==> src/hw/exec_pkg.sv <==
package exec_pkg;

    // Datapath widths
    localparam int RW        = 16;
    localparam int REGNO     = 8;
    localparam int REGNO_LOG = 3;

    // Flag vector layout
    localparam int FLAG_CNT = 5;
    localparam int FLAG_C   = 0;
    localparam int FLAG_Z   = 1;
    localparam int FLAG_N   = 2;
    localparam int FLAG_O   = 3;
    localparam int FLAG_P   = 4;

    typedef logic [RW-1:0]        word_t;
    typedef logic [REGNO_LOG-1:0] reg_sel_t;
    typedef logic [REGNO-1:0]     reg_mask_t;
    typedef logic [FLAG_CNT-1:0]  flags_t;

    typedef enum logic [3:0] {
        ALU_ADD = 4'd0,
        ALU_SUB = 4'd1,
        ALU_AND = 4'd2,
        ALU_OR  = 4'd3,
        ALU_XOR = 4'd4,
        ALU_SHL = 4'd5,
        ALU_SHR = 4'd6,
        ALU_MOV = 4'd7
    } alu_mode_t;

    // Jump condition codes whose top bit marks a jump instruction
    typedef logic [4:0] jump_code_t;
    localparam int JUMP_EN_BIT = 4;

    localparam jump_code_t JMP_UNCOND = 5'b10000;
    localparam jump_code_t JMP_CARRY  = 5'b10001;
    localparam jump_code_t JMP_EQUAL  = 5'b10010;
    localparam jump_code_t JMP_LT     = 5'b10011;
    localparam jump_code_t JMP_GT     = 5'b10100;
    localparam jump_code_t JMP_LE     = 5'b10101;
    localparam jump_code_t JMP_GE     = 5'b10110;
    localparam jump_code_t JMP_NE     = 5'b10111;
    localparam jump_code_t JMP_OVF    = 5'b11000;
    localparam jump_code_t JMP_PAR    = 5'b11001;
    localparam jump_code_t JMP_GTU    = 5'b11010;
    localparam jump_code_t JMP_GEU    = 5'b11011;
    localparam jump_code_t JMP_LEU    = 5'b11100;

    typedef enum logic [3:0] {
        SREG_PC        = 4'h0,
        SREG_PRIV_CTRL = 4'h1,
        SREG_IRQ_PC    = 4'h3,
        SREG_ALU_FLAGS = 4'h4,
        SREG_IRQ_FLAGS = 4'h5,
        SREG_SCRATCH   = 4'h6,
        SREG_CPUID     = 4'h7,
        SREG_COREID    = 4'h8
    } sreg_addr_t;

    // Immediate field read as an ALU operand or as a special-register address
    typedef union packed {
        word_t word;
        struct packed {
            logic [11:0] rsvd;
            sreg_addr_t  addr;
        } sreg;
    } imm_u;

    typedef struct packed {
        logic       pc_inc;
        logic       pc_ie;
        logic       r_bus_imm;
        alu_mode_t  alu_mode;
        logic       carry_en;
        logic       flags_ie;
        reg_sel_t   l_sel;
        reg_sel_t   r_sel;
        reg_mask_t  rf_ie;
        jump_code_t jump_code;
        logic       mem_access;
        logic       mem_we;
        logic       mem_width;
        logic [1:0] used_operands;
        logic       sreg_load;
        logic       sreg_store;
        logic       sreg_jal_over;
        logic       sreg_irt;
    } exec_ctrl_t;

    typedef struct packed {
        word_t     data;
        word_t     addr;
        reg_mask_t reg_ie;
        logic      mem_access;
        logic      mem_we;
        logic      mem_width;
    } mem_req_t;

    localparam word_t CPUID           = 16'hF032;
    localparam word_t PRIV_RESET      = 16'h0001;
    localparam int    PRIV_MODE_BIT   = 0;
    localparam int    PRIV_IRQ_EN_BIT = 2;

endpackage

==> src/hw/exec_regfile.sv <==
`timescale 1ns/10ps

module exec_regfile (
    input  logic                i_clk,
    input  logic                i_rst,
    input  exec_pkg::reg_sel_t  i_l_sel,
    input  exec_pkg::reg_sel_t  i_r_sel,
    input  exec_pkg::reg_mask_t i_ie,
    input  exec_pkg::word_t     i_d,
    output exec_pkg::word_t     o_l,
    output exec_pkg::word_t     o_r
);
    import exec_pkg::*;

    word_t regs [REGNO];

    // Write-back may hit several registers at once
    always_ff @(posedge i_clk) begin
        if (i_rst) begin
            for (int i = 0; i < REGNO; i++) begin
                regs[i] <= '0;
            end
        end else begin
            for (int i = 0; i < REGNO; i++) begin
                if (i_ie[i]) begin
                    regs[i] <= i_d;
                end
            end
        end
    end

    // Asynchronous read ports
    assign o_l = regs[i_l_sel];
    assign o_r = regs[i_r_sel];

endmodule

==> src/hw/exec_alu.sv <==
`timescale 1ns/10ps

module exec_alu (
    input  exec_pkg::word_t     i_l,
    input  exec_pkg::word_t     i_r,
    input  exec_pkg::alu_mode_t i_mode,
    input  logic                i_carry,
    output exec_pkg::word_t     o_out,
    output exec_pkg::flags_t    o_flags
);
    import exec_pkg::*;

    localparam int SHAMT_W = $clog2(RW);

    logic [RW:0] wide;
    logic        carry;
    logic        ovf;

    always_comb begin
        wide  = '0;
        o_out = '0;
        carry = 1'b0;
        ovf   = 1'b0;
        case (i_mode)
            ALU_ADD: begin
                wide  = {1'b0, i_l} + {1'b0, i_r} + {{RW{1'b0}}, i_carry};
                o_out = wide[RW-1:0];
                carry = wide[RW];
                ovf   = (i_l[RW-1] == i_r[RW-1]) && (o_out[RW-1] != i_l[RW-1]);
            end
            ALU_SUB: begin
                // Carry out is the borrow
                wide  = {1'b0, i_l} - {1'b0, i_r} - {{RW{1'b0}}, i_carry};
                o_out = wide[RW-1:0];
                carry = wide[RW];
                ovf   = (i_l[RW-1] != i_r[RW-1]) && (o_out[RW-1] != i_l[RW-1]);
            end
            ALU_AND: begin
                o_out = i_l & i_r;
            end
            ALU_OR: begin
                o_out = i_l | i_r;
            end
            ALU_XOR: begin
                o_out = i_l ^ i_r;
            end
            ALU_SHL: begin
                // Last bit shifted out lands in the carry
                wide  = {1'b0, i_l} << i_r[SHAMT_W-1:0];
                o_out = wide[RW-1:0];
                carry = wide[RW];
            end
            ALU_SHR: begin
                wide  = {i_l, 1'b0} >> i_r[SHAMT_W-1:0];
                o_out = wide[RW:1];
                carry = wide[0];
            end
            ALU_MOV: begin
                o_out = i_r;
            end
            default: begin
                o_out = '0;
            end
        endcase
    end

    always_comb begin
        o_flags         = '0;
        o_flags[FLAG_C] = carry;
        o_flags[FLAG_Z] = (o_out == '0);
        o_flags[FLAG_N] = o_out[RW-1];
        o_flags[FLAG_O] = ovf;
        // Set for an even count of ones
        o_flags[FLAG_P] = ~^o_out;
    end

endmodule

==> src/hw/exec_branch.sv <==
`timescale 1ns/10ps

module exec_branch (
    input  logic                 i_clk,
    input  logic                 i_rst,
    input  logic                 i_en,
    input  logic                 i_flags_ie,
    input  logic                 i_sreg_flags_ie,
    input  exec_pkg::flags_t     i_flags_d,
    input  exec_pkg::word_t      i_sreg_d,
    input  exec_pkg::jump_code_t i_code,
    input  logic                 i_predict,
    output logic                 o_taken,
    output logic                 o_jump_valid,
    output logic                 o_mispredict,
    output exec_pkg::flags_t     o_flags
);
    import exec_pkg::*;

    // A store to the flags register wins over the ALU update
    always_ff @(posedge i_clk) begin
        if (i_rst) begin
            o_flags <= '0;
        end else if (i_en && i_sreg_flags_ie) begin
            o_flags <= i_sreg_d[FLAG_CNT-1:0];
        end else if (i_en && i_flags_ie) begin
            o_flags <= i_flags_d;
        end
    end

    always_comb begin
        case (i_code)
            JMP_UNCOND: o_taken = 1'b1;
            JMP_CARRY:  o_taken = o_flags[FLAG_C];
            JMP_EQUAL:  o_taken = o_flags[FLAG_Z];
            JMP_LT:     o_taken = o_flags[FLAG_N];
            JMP_GT:     o_taken = ~(o_flags[FLAG_N] | o_flags[FLAG_Z]);
            JMP_LE:     o_taken = o_flags[FLAG_N] | o_flags[FLAG_Z];
            JMP_GE:     o_taken = ~o_flags[FLAG_N];
            JMP_NE:     o_taken = ~o_flags[FLAG_Z];
            JMP_OVF:    o_taken = o_flags[FLAG_O];
            JMP_PAR:    o_taken = o_flags[FLAG_P];
            JMP_GTU:    o_taken = ~(o_flags[FLAG_C] | o_flags[FLAG_Z]);
            JMP_GEU:    o_taken = ~o_flags[FLAG_C];
            JMP_LEU:    o_taken = o_flags[FLAG_C] | o_flags[FLAG_Z];
            default:    o_taken = 1'b0;
        endcase
    end

    assign o_jump_valid = i_code[JUMP_EN_BIT];
    // Fetch guessed the other way, so everything behind this jump is wrong
    assign o_mispredict = o_jump_valid & (o_taken ^ i_predict);

endmodule

==> src/hw/exec_pc.sv <==
`timescale 1ns/10ps

module exec_pc #(
    parameter exec_pkg::word_t INT_VEC = 16'h0010
) (
    input  logic            i_clk,
    input  logic            i_rst,
    input  logic            i_inc,
    input  logic            i_load,
    input  logic            i_irq,
    input  exec_pkg::word_t i_d,
    output exec_pkg::word_t o_pc
);
    import exec_pkg::*;

    // Interrupt beats load, load beats increment
    always_ff @(posedge i_clk) begin
        if (i_rst) begin
            o_pc <= '0;
        end else if (i_irq) begin
            o_pc <= INT_VEC;
        end else if (i_load) begin
            o_pc <= i_d;
        end else if (i_inc) begin
            o_pc <= o_pc + word_t'(1);
        end
    end

endmodule

==> src/hw/exec_sregs.sv <==
`timescale 1ns/10ps

module exec_sregs #(
    parameter int CORENO = 0
) (
    input  logic                 i_clk,
    input  logic                 i_rst,
    input  logic                 i_en,
    input  logic                 i_irq,
    input  exec_pkg::imm_u       i_imm,
    input  exec_pkg::exec_ctrl_t i_ctrl,
    input  exec_pkg::word_t      i_sreg_in,
    input  exec_pkg::word_t      i_pc,
    input  exec_pkg::word_t      i_flags_word,
    output exec_pkg::word_t      o_sreg_out,
    output exec_pkg::word_t      o_irq_pc,
    output logic                 o_irq_taken,
    output logic                 o_pc_write,
    output logic                 o_flags_store,
    output logic                 o_irq_en
);
    import exec_pkg::*;

    word_t      priv_ctrl;
    word_t      irq_pc;
    word_t      scratch;
    logic       irq_flag;
    sreg_addr_t sel;
    logic       store;
    logic       priv_mode;

    assign sel       = i_imm.sreg.addr;
    assign store     = i_ctrl.sreg_store & i_en;
    assign priv_mode = priv_ctrl[PRIV_MODE_BIT];

    assign o_irq_en    = priv_ctrl[PRIV_IRQ_EN_BIT];
    assign o_irq_taken = i_irq & o_irq_en;
    assign o_irq_pc    = irq_pc;

    // Strobes for the PC and the flag register that the caller qualifies
    assign o_pc_write    = (i_ctrl.sreg_store && sel == SREG_PC) || i_ctrl.sreg_irt;
    assign o_flags_store = i_ctrl.sreg_store && sel == SREG_ALU_FLAGS;

    // Entry forces privileged mode with interrupts off
    always_ff @(posedge i_clk) begin
        if (i_rst) begin
            priv_ctrl <= PRIV_RESET;
        end else if (o_irq_taken) begin
            priv_ctrl <= PRIV_RESET;
        end else if (i_en && i_ctrl.sreg_irt) begin
            priv_ctrl <= priv_ctrl | (word_t'(1) << PRIV_IRQ_EN_BIT);
        end else if (store && sel == SREG_PRIV_CTRL && priv_mode) begin
            priv_ctrl <= i_sreg_in;
        end
    end

    always_ff @(posedge i_clk) begin
        if (i_rst) begin
            irq_flag <= 1'b0;
        end else if (o_irq_taken) begin
            irq_flag <= i_irq;
        end
    end

    // Return address of the interrupted instruction
    always_ff @(posedge i_clk) begin
        if (o_irq_taken) begin
            irq_pc <= i_pc;
        end else if (store && sel == SREG_IRQ_PC) begin
            irq_pc <= i_sreg_in;
        end
    end

    always_ff @(posedge i_clk) begin
        if (store && sel == SREG_SCRATCH) begin
            scratch <= i_sreg_in;
        end
    end

    always_comb begin
        case (sel)
            SREG_PC:        o_sreg_out = i_pc;
            SREG_PRIV_CTRL: o_sreg_out = priv_ctrl;
            SREG_IRQ_PC:    o_sreg_out = irq_pc;
            SREG_ALU_FLAGS: o_sreg_out = i_flags_word;
            SREG_IRQ_FLAGS: o_sreg_out = {{(RW-1){1'b0}}, irq_flag};
            SREG_SCRATCH:   o_sreg_out = scratch;
            SREG_CPUID:     o_sreg_out = CPUID;
            SREG_COREID:    o_sreg_out = word_t'(CORENO);
            default:        o_sreg_out = '0;
        endcase
        // Link and return override the addressed register
        if (i_ctrl.sreg_jal_over) begin
            o_sreg_out = i_pc;
        end
        if (i_ctrl.sreg_irt) begin
            o_sreg_out = irq_pc;
        end
    end

endmodule

==> src/hw/exec_stage.sv <==
`timescale 1ns/10ps

module exec_stage #(
    parameter int              CORENO  = 0,
    parameter exec_pkg::word_t INT_VEC = 16'h0010
) (
    input  logic                 i_clk,
    input  logic                 i_rst,
    input  logic                 i_submit,
    input  exec_pkg::exec_ctrl_t i_ctrl,
    input  exec_pkg::imm_u       i_imm,
    input  logic                 i_jmp_predict,
    input  logic                 i_next_ready,
    input  logic                 i_flush,
    input  exec_pkg::reg_mask_t  i_reg_ie,
    input  exec_pkg::word_t      i_reg_data,
    input  logic                 i_irq,
    output logic                 o_ready,
    output logic                 o_submit,
    output exec_pkg::mem_req_t   o_req,
    output logic                 o_flush,
    output logic                 o_pc_update,
    output exec_pkg::word_t      o_exec_pc
);
    import exec_pkg::*;

    logic   hold_valid;
    logic   next_ready_d;
    logic   hazard;
    logic   invalidate;
    logic   in_valid;
    logic   instr_valid;
    logic   exec_submit;
    word_t  reg_l;
    word_t  reg_r;
    word_t  alu_r;
    word_t  alu_out;
    flags_t alu_flags;
    flags_t flags;
    word_t  flags_word;
    logic   jump_taken;
    logic   jump_valid;
    logic   mispredict;
    word_t  pc;
    word_t  pc_d;
    logic   pc_inc;
    logic   pc_load;
    word_t  sreg_out;
    word_t  irq_pc;
    logic   irq_taken;
    logic   pc_write;
    logic   flags_store;
    logic   irq_en;

    // RAW hazard against the request still in the next stage. The first cycle after
    // back-pressure clears is covered by the delayed ready
    assign hazard = ((i_ctrl.used_operands[0] & o_req.reg_ie[i_ctrl.l_sel])
                   | (i_ctrl.used_operands[1] & o_req.reg_ie[i_ctrl.r_sel]))
                  & (o_submit | ~next_ready_d);

    assign invalidate  = i_flush | irq_taken;
    assign in_valid    = i_submit & ~invalidate;
    assign instr_valid = in_valid | (hold_valid & ~i_submit & ~invalidate);
    assign exec_submit = instr_valid & i_next_ready & ~hazard;
    assign o_ready     = exec_submit | ~instr_valid;

    always_ff @(posedge i_clk) begin
        if (i_rst) begin
            hold_valid <= 1'b0;
        end else if (invalidate || exec_submit) begin
            hold_valid <= 1'b0;
        end else if (in_valid) begin
            hold_valid <= 1'b1;
        end
    end

    always_ff @(posedge i_clk) begin
        if (i_rst) begin
            next_ready_d <= 1'b0;
        end else begin
            next_ready_d <= i_next_ready;
        end
    end

    exec_regfile u_regfile (
        .i_clk   (i_clk),
        .i_rst   (i_rst),
        .i_l_sel (i_ctrl.l_sel),
        .i_r_sel (i_ctrl.r_sel),
        .i_ie    (i_reg_ie),
        .i_d     (i_reg_data),
        .o_l     (reg_l),
        .o_r     (reg_r)
    );

    assign alu_r = i_ctrl.r_bus_imm ? i_imm.word : reg_r;

    exec_alu u_alu (
        .i_l     (reg_l),
        .i_r     (alu_r),
        .i_mode  (i_ctrl.alu_mode),
        .i_carry (flags[FLAG_C] & i_ctrl.carry_en),
        .o_out   (alu_out),
        .o_flags (alu_flags)
    );

    exec_branch u_branch (
        .i_clk           (i_clk),
        .i_rst           (i_rst),
        .i_en            (exec_submit),
        .i_flags_ie      (i_ctrl.flags_ie),
        .i_sreg_flags_ie (flags_store),
        .i_flags_d       (alu_flags),
        .i_sreg_d        (reg_r),
        .i_code          (i_ctrl.jump_code),
        .i_predict       (i_jmp_predict),
        .o_taken         (jump_taken),
        .o_jump_valid    (jump_valid),
        .o_mispredict    (mispredict),
        .o_flags         (flags)
    );

    // Untaken jumps fall through to the next instruction
    assign pc_inc  = (i_ctrl.pc_inc | (jump_valid & ~jump_taken)) & exec_submit;
    assign pc_load = (i_ctrl.pc_ie | (jump_valid & jump_taken) | pc_write) & exec_submit;
    assign pc_d    = i_ctrl.sreg_irt   ? irq_pc :
                     i_ctrl.sreg_store ? reg_r  : alu_out;

    exec_pc #(.INT_VEC(INT_VEC)) u_pc (
        .i_clk  (i_clk),
        .i_rst  (i_rst),
        .i_inc  (pc_inc),
        .i_load (pc_load),
        .i_irq  (irq_taken),
        .i_d    (pc_d),
        .o_pc   (pc)
    );

    assign flags_word = {{(RW-FLAG_CNT){1'b0}}, flags};

    exec_sregs #(.CORENO(CORENO)) u_sregs (
        .i_clk         (i_clk),
        .i_rst         (i_rst),
        .i_en          (exec_submit),
        .i_irq         (i_irq & irq_en),
        .i_imm         (i_imm),
        .i_ctrl        (i_ctrl),
        .i_sreg_in     (reg_r),
        .i_pc          (pc),
        .i_flags_word  (flags_word),
        .o_sreg_out    (sreg_out),
        .o_irq_pc      (irq_pc),
        .o_irq_taken   (irq_taken),
        .o_pc_write    (pc_write),
        .o_flags_store (flags_store),
        .o_irq_en      (irq_en)
    );

    assign o_pc_update = exec_submit;
    assign o_exec_pc   = pc;

    // Everything fetched after a redirect is stale
    always_ff @(posedge i_clk) begin
        if (i_rst) begin
            o_flush <= 1'b0;
        end else begin
            o_flush <= ((mispredict | pc_write) & exec_submit) | irq_taken;
        end
    end

    always_ff @(posedge i_clk) begin
        if (i_rst) begin
            o_submit <= 1'b0;
        end else begin
            o_submit <= exec_submit;
        end
    end

    always_ff @(posedge i_clk) begin
        if (exec_submit) begin
            o_req.addr       <= alu_out;
            o_req.reg_ie     <= i_ctrl.rf_ie;
            o_req.mem_access <= i_ctrl.mem_access;
            o_req.mem_we     <= i_ctrl.mem_we;
            o_req.mem_width  <= i_ctrl.mem_width;
            if (i_ctrl.mem_access) begin
                o_req.data <= reg_r;
            end else if (i_ctrl.sreg_load) begin
                o_req.data <= sreg_out;
            end else if (i_ctrl.sreg_jal_over) begin
                // Link past the jump that follows
                o_req.data <= sreg_out + word_t'(1);
            end else begin
                o_req.data <= alu_out;
            end
        end
    end

endmodule

==> config.mk <==
export PLATFORM = sky130hd
export DESIGN_NAME = exec_stage
export DESIGN_NICKNAME = d
export VERILOG_FILES = /design/src/hw/exec_pkg.sv /design/src/hw/exec_regfile.sv /design/src/hw/exec_alu.sv /design/src/hw/exec_branch.sv /design/src/hw/exec_pc.sv /design/src/hw/exec_sregs.sv /design/src/hw/exec_stage.sv
export SDC_FILE = /design/constraint.sdc
export NUM_CORES = 1
export LEC_CHECK = 0
export BUFFER_PORTS_ARGS = -buffer_cell sky130_fd_sc_hd__buf_2
export CORE_ASPECT_RATIO = 0.75
export CORE_MARGIN = 2
export CORE_UTILIZATION = 40
export CTS_BUF_LIST = sky130_fd_sc_hd__clkbuf_4
export DETAILED_ROUTE_END_ITERATION = 10
export SLEW_MARGIN = 20
export SYNTH_ARGS = -nofsm -noshare
export SYNTH_HDL_FRONTEND = slang
export SYNTH_SLANG_ARGS = --single-unit
==> constraint.sdc <==
create_clock -name i_clk -period 6.1 [get_ports i_clk]
set_input_delay 0.305 -clock i_clk [delete_from_list [all_inputs] [get_ports i_clk]]
set_output_delay 0.305 -clock i_clk [all_outputs]
set_load 0.02 [all_outputs]
==> reports/results.tsv <==
stage	metric	value	unit
cts	hold_buffers	27	
synthesis	synth_xor_area_share	1.383	%
global_routing	grt_usage	29.45	%
synthesis	synth-seq-cells	245	
synthesis	ys.flop_type	edfxtp_1	
placed_design	gp_congestion	1.041	
placed_design	place_area	19200	um^2
sta	rsz0062_at_grt	false	
sta	setup_tns	0	ns
synthesis	yosys_warnings	0	
layout	nNetsFinal	2120	
cts	postCtsSetupRepairBufs	0	
critical_path	worstSetupStartpointType	flip-flop	
power_and_ir_drop	power_density	263.2	nW/um^2
placed_design	io_buffers	146	
synthesis	synth_adder_area_share	5.460	%
layout	fin_area	20350	um^2
synthesis	synth_area	17740	um^2
power_and_ir_drop	p_leak	7.971	nW
synthesis	muxShareOfSynthArea	14.55	%
run	maxCapViolCount	0	
cts	cts_buffers	66	
synthesis	synth-simple-area-share	16.91	%
sta	maxSlewViolCount	0	
floorplan	die_w	247.2	um
global_routing	grt_max_degree	45	
synthesis	yosysSeqAreaShare	39.11	%
floorplan	rows	66	
routing	vias_per_cell	6.166	
layout	area_growth	14.75	%
outcome	status	finished clean	
placed_design	hpwl	50560	um
global_routing	grt_overflow	0	
synthesis	syn_area_per_cell	10.02	um^2
routing	first_iter_violations	2095	
floorplan	die_area	46060	um^2
routing	routed-via-count	15970	
sta	min_period	5.530	ns
floorplan	fp.dieH	186.4	um
critical_path	critPathArrivalTime	6.13	ns
sta	skew	0.08097	ns
sta	hold_viol_final	0	
worst_hold_path	hp-class	input pin to flip-flop	
global_routing	first_global_vias	15440	
cts	ctsRootBufferMaster	clkbuf_4	
cts	clk_pin_slew	0.07	ns
sta	max_slew_margin	25.89	%
critical_path	cp-end-kind	flip-flop	
synthesis	synth_cell_types	96	
cts	cts_tree	done	
sta	min_period_over_period	90.66	%
synthesis	synthCells	1771	
synthesis	synth_compound_area_share	17.85	%
routing	ant_nets	0	
synthesis	synth_edf_count	203	
global_routing	grt_antenna_before_repair	3	
routing	wire_per_inst	26.38	um
sta	setup_viol	0	
critical_path	required	6.70	ns
floorplan	io_pins	147	
routing	drc	0	
cts	clock_latency	0.77	ns
sta	max_freq	180.8	MHz
routing	wl	68330	um
cts	clk_path_buf_depth	3	
routing	drt-pass1-iter-count	9	
critical_path	path_class	flip-flop to flip-flop	
cts	h-tree-depth	3	
synthesis	synthArstFlopShare	0	%
synthesis	synth_nets	1930	
sta	worst_slew_pin_slew	1.102	ns
power_and_ir_drop	vdd_drop_max	136.3	uV
floorplan	core	43520	um^2
floorplan	start_util	40.76	%
synthesis	synth_top_family_by_area	compound AO/OA/AOI/OAI gates	
global_routing	grt_pass1_wl	100400	um
cts	cts_sinks	245	
critical_path	crit_fanout	34	
cts	cts_resized	0	
layout	drive_above_1_share	22.09	%
-- cells by family after synthesis --
| family | after synthesis |
|---|---|
| AND/OR/NAND/NOR | 581 |
| AO/OA/AOI/OAI | 456 |
| flip-flops | 245 |
| buffers and inverters | 205 |
| multiplexers | 181 |
| adder cells (fa/ha/maj) | 75 |
| XOR/XNOR | 28 |
-- cell usage after synthesis, drive strengths merged, types with 6 or more instances --
cell type	number	area, um^2
nand2	148	555.5
nand4	11	68.82
a21oi	82	410.4
xnor2	19	166.4
and2	108	675.7
o22ai	23	150.1
nand3	27	135.1
xor2	9	78.83
o211a	6	60.06
o31ai	9	67.56
mux2	32	360.3
and3	18	112.6
o21ai	99	506.7
a21o	14	105.1
mux4	55	1239
a221oi	28	245.2
nor2	125	471.7
nor3	38	205.2
mux2i	94	982.2
a31oi	15	93.84
buf	44	235.2
o211ai	32	245.2
nand2b	15	93.84
or2	14	87.59
edfxtp	203	6096
nor4	7	65.06
a22oi	24	180.2
dfxtp	42	840.8
nor4b	8	82.58
a311oi	9	78.83
clkbuf	68	255.2
a211oi	15	122.6
inv	91	341.6
a21boi	7	63.81
a221o	9	90.09
o21a	8	60.06
ha	71	888.4
nor2b	32	200.2
a2111oi	7	63.81
o221ai	20	175.2
or3	6	37.54
-- power breakdown --
part / internal [W] / total (W) / switching, W
Combinational: 0.000677 / 0.00182 / 0.00114
Clock: 0.000791 / 0.00154 / 0.000747
Sequential: 0.00193 / 0.00200 / 0.0000665
Total: 0.00340 / 0.00536 / 0.00196
-- metrics by stage --
step | setup slack, ns | hold WS [ns] | cells | power, W | utilization [%]
floorplan | 0.8765 | 0.4039 | 1771 | 0.003167 | -
CTS | 0.6347 | 0.001367 | 2588 | 0.005333 | 46.73
global route | 0.3256 | 0.04446 | 2590 | 0.005610 | 46.77
detailed placement | 0.3417 | 0.4807 | 2444 | 0.003774 | 44.11
finish | 0.5696 | 0.07710 | 2590 | 0.005357 | 46.77
global placement | 0.3539 | 0.4567 | 2443 | 0.003773 | 44.10
-- layout by cell type (no fill, tap or decap), drive strengths merged, types with 82 or more instances in the layout --
cell type  netlist  routed
mux2i           94      94
inv             91      95
nor2           125     125
and2           108     108
edfxtp         203     203
clkbuf          68      91
nand2          148     148
buf             44     207
o21ai           99      99
a21oi           82      82
-- routing by layer --
metal  global-route usage, %  vias to the layer above  part of all wire [%]
met1                   41.35                     7713                    43
met4                   9.893                        0                   3.4
li1                        -                     7125                     -
met3                   11.75                      147                    13
met5                       0                        -                     0
met2                   40.95                      984                    41
-- state kept, by name (all words and copies together), names as in the netlist --
register	flops
o_req	43
next_ready_d	1
u_branch.o_flags	5
u_pc.o_pc	16
hold_valid	1
o_flush	1
u_regfile.regs	128
u_sregs.o_irq_pc	16
u_sregs.priv_ctrl	16
u_sregs.scratch	16
o_submit	1
u_sregs.irq_flag	1
-- worst paths after layout --
check / start / to / slack, ns / depth (start not counted)
max: u_regfile.regs[5][0] / u_branch.o_flags[4] / 0.57 / 22
max reg2reg: u_regfile.regs[5][0] / u_branch.o_flags[4] / 0.57 / 22
min reg2reg: u_sregs.irq_flag / u_sregs.irq_flag / 0.50 / 2
min: i_reg_data[4] / u_regfile.regs[7][4] / 0.08 / 2
-- area by class of cell --
type,count,area [um^2]
antenna,2,5.005
clock buffer,91,683.2
clock inverter,26,185.2
fill,4122,23170
inverter,93,349.1
multi-input combinational,1321,9990
sequential,245,6937
tap,578,723.2
timing repair buffer,234,1481
-- worst max-delay path, stage by stage, from the launching register on --
cell and delay [ns]:
edfxtp_1 0.37, mux2i_1 0.09, mux4_2 0.51, inv_2 0.22, a21boi_4 0.09, buf_4 0.29, fa_1 0.50, inv_1 0.11
fa_1 0.21, nand2b_1 0.13, a2111o_1 0.50, a31oi_1 0.18, o21ai_0 0.18, a21bo_2 0.23, a21oi_1 0.19, xnor2_1 0.11
a211oi_2 0.29, ha_1 0.29, xnor2_1 0.18, xnor2_1 0.16, xnor2_1 0.17, o22ai_1 0.12, a221oi_1 0.24
Power figures use the tool's default switching activity.
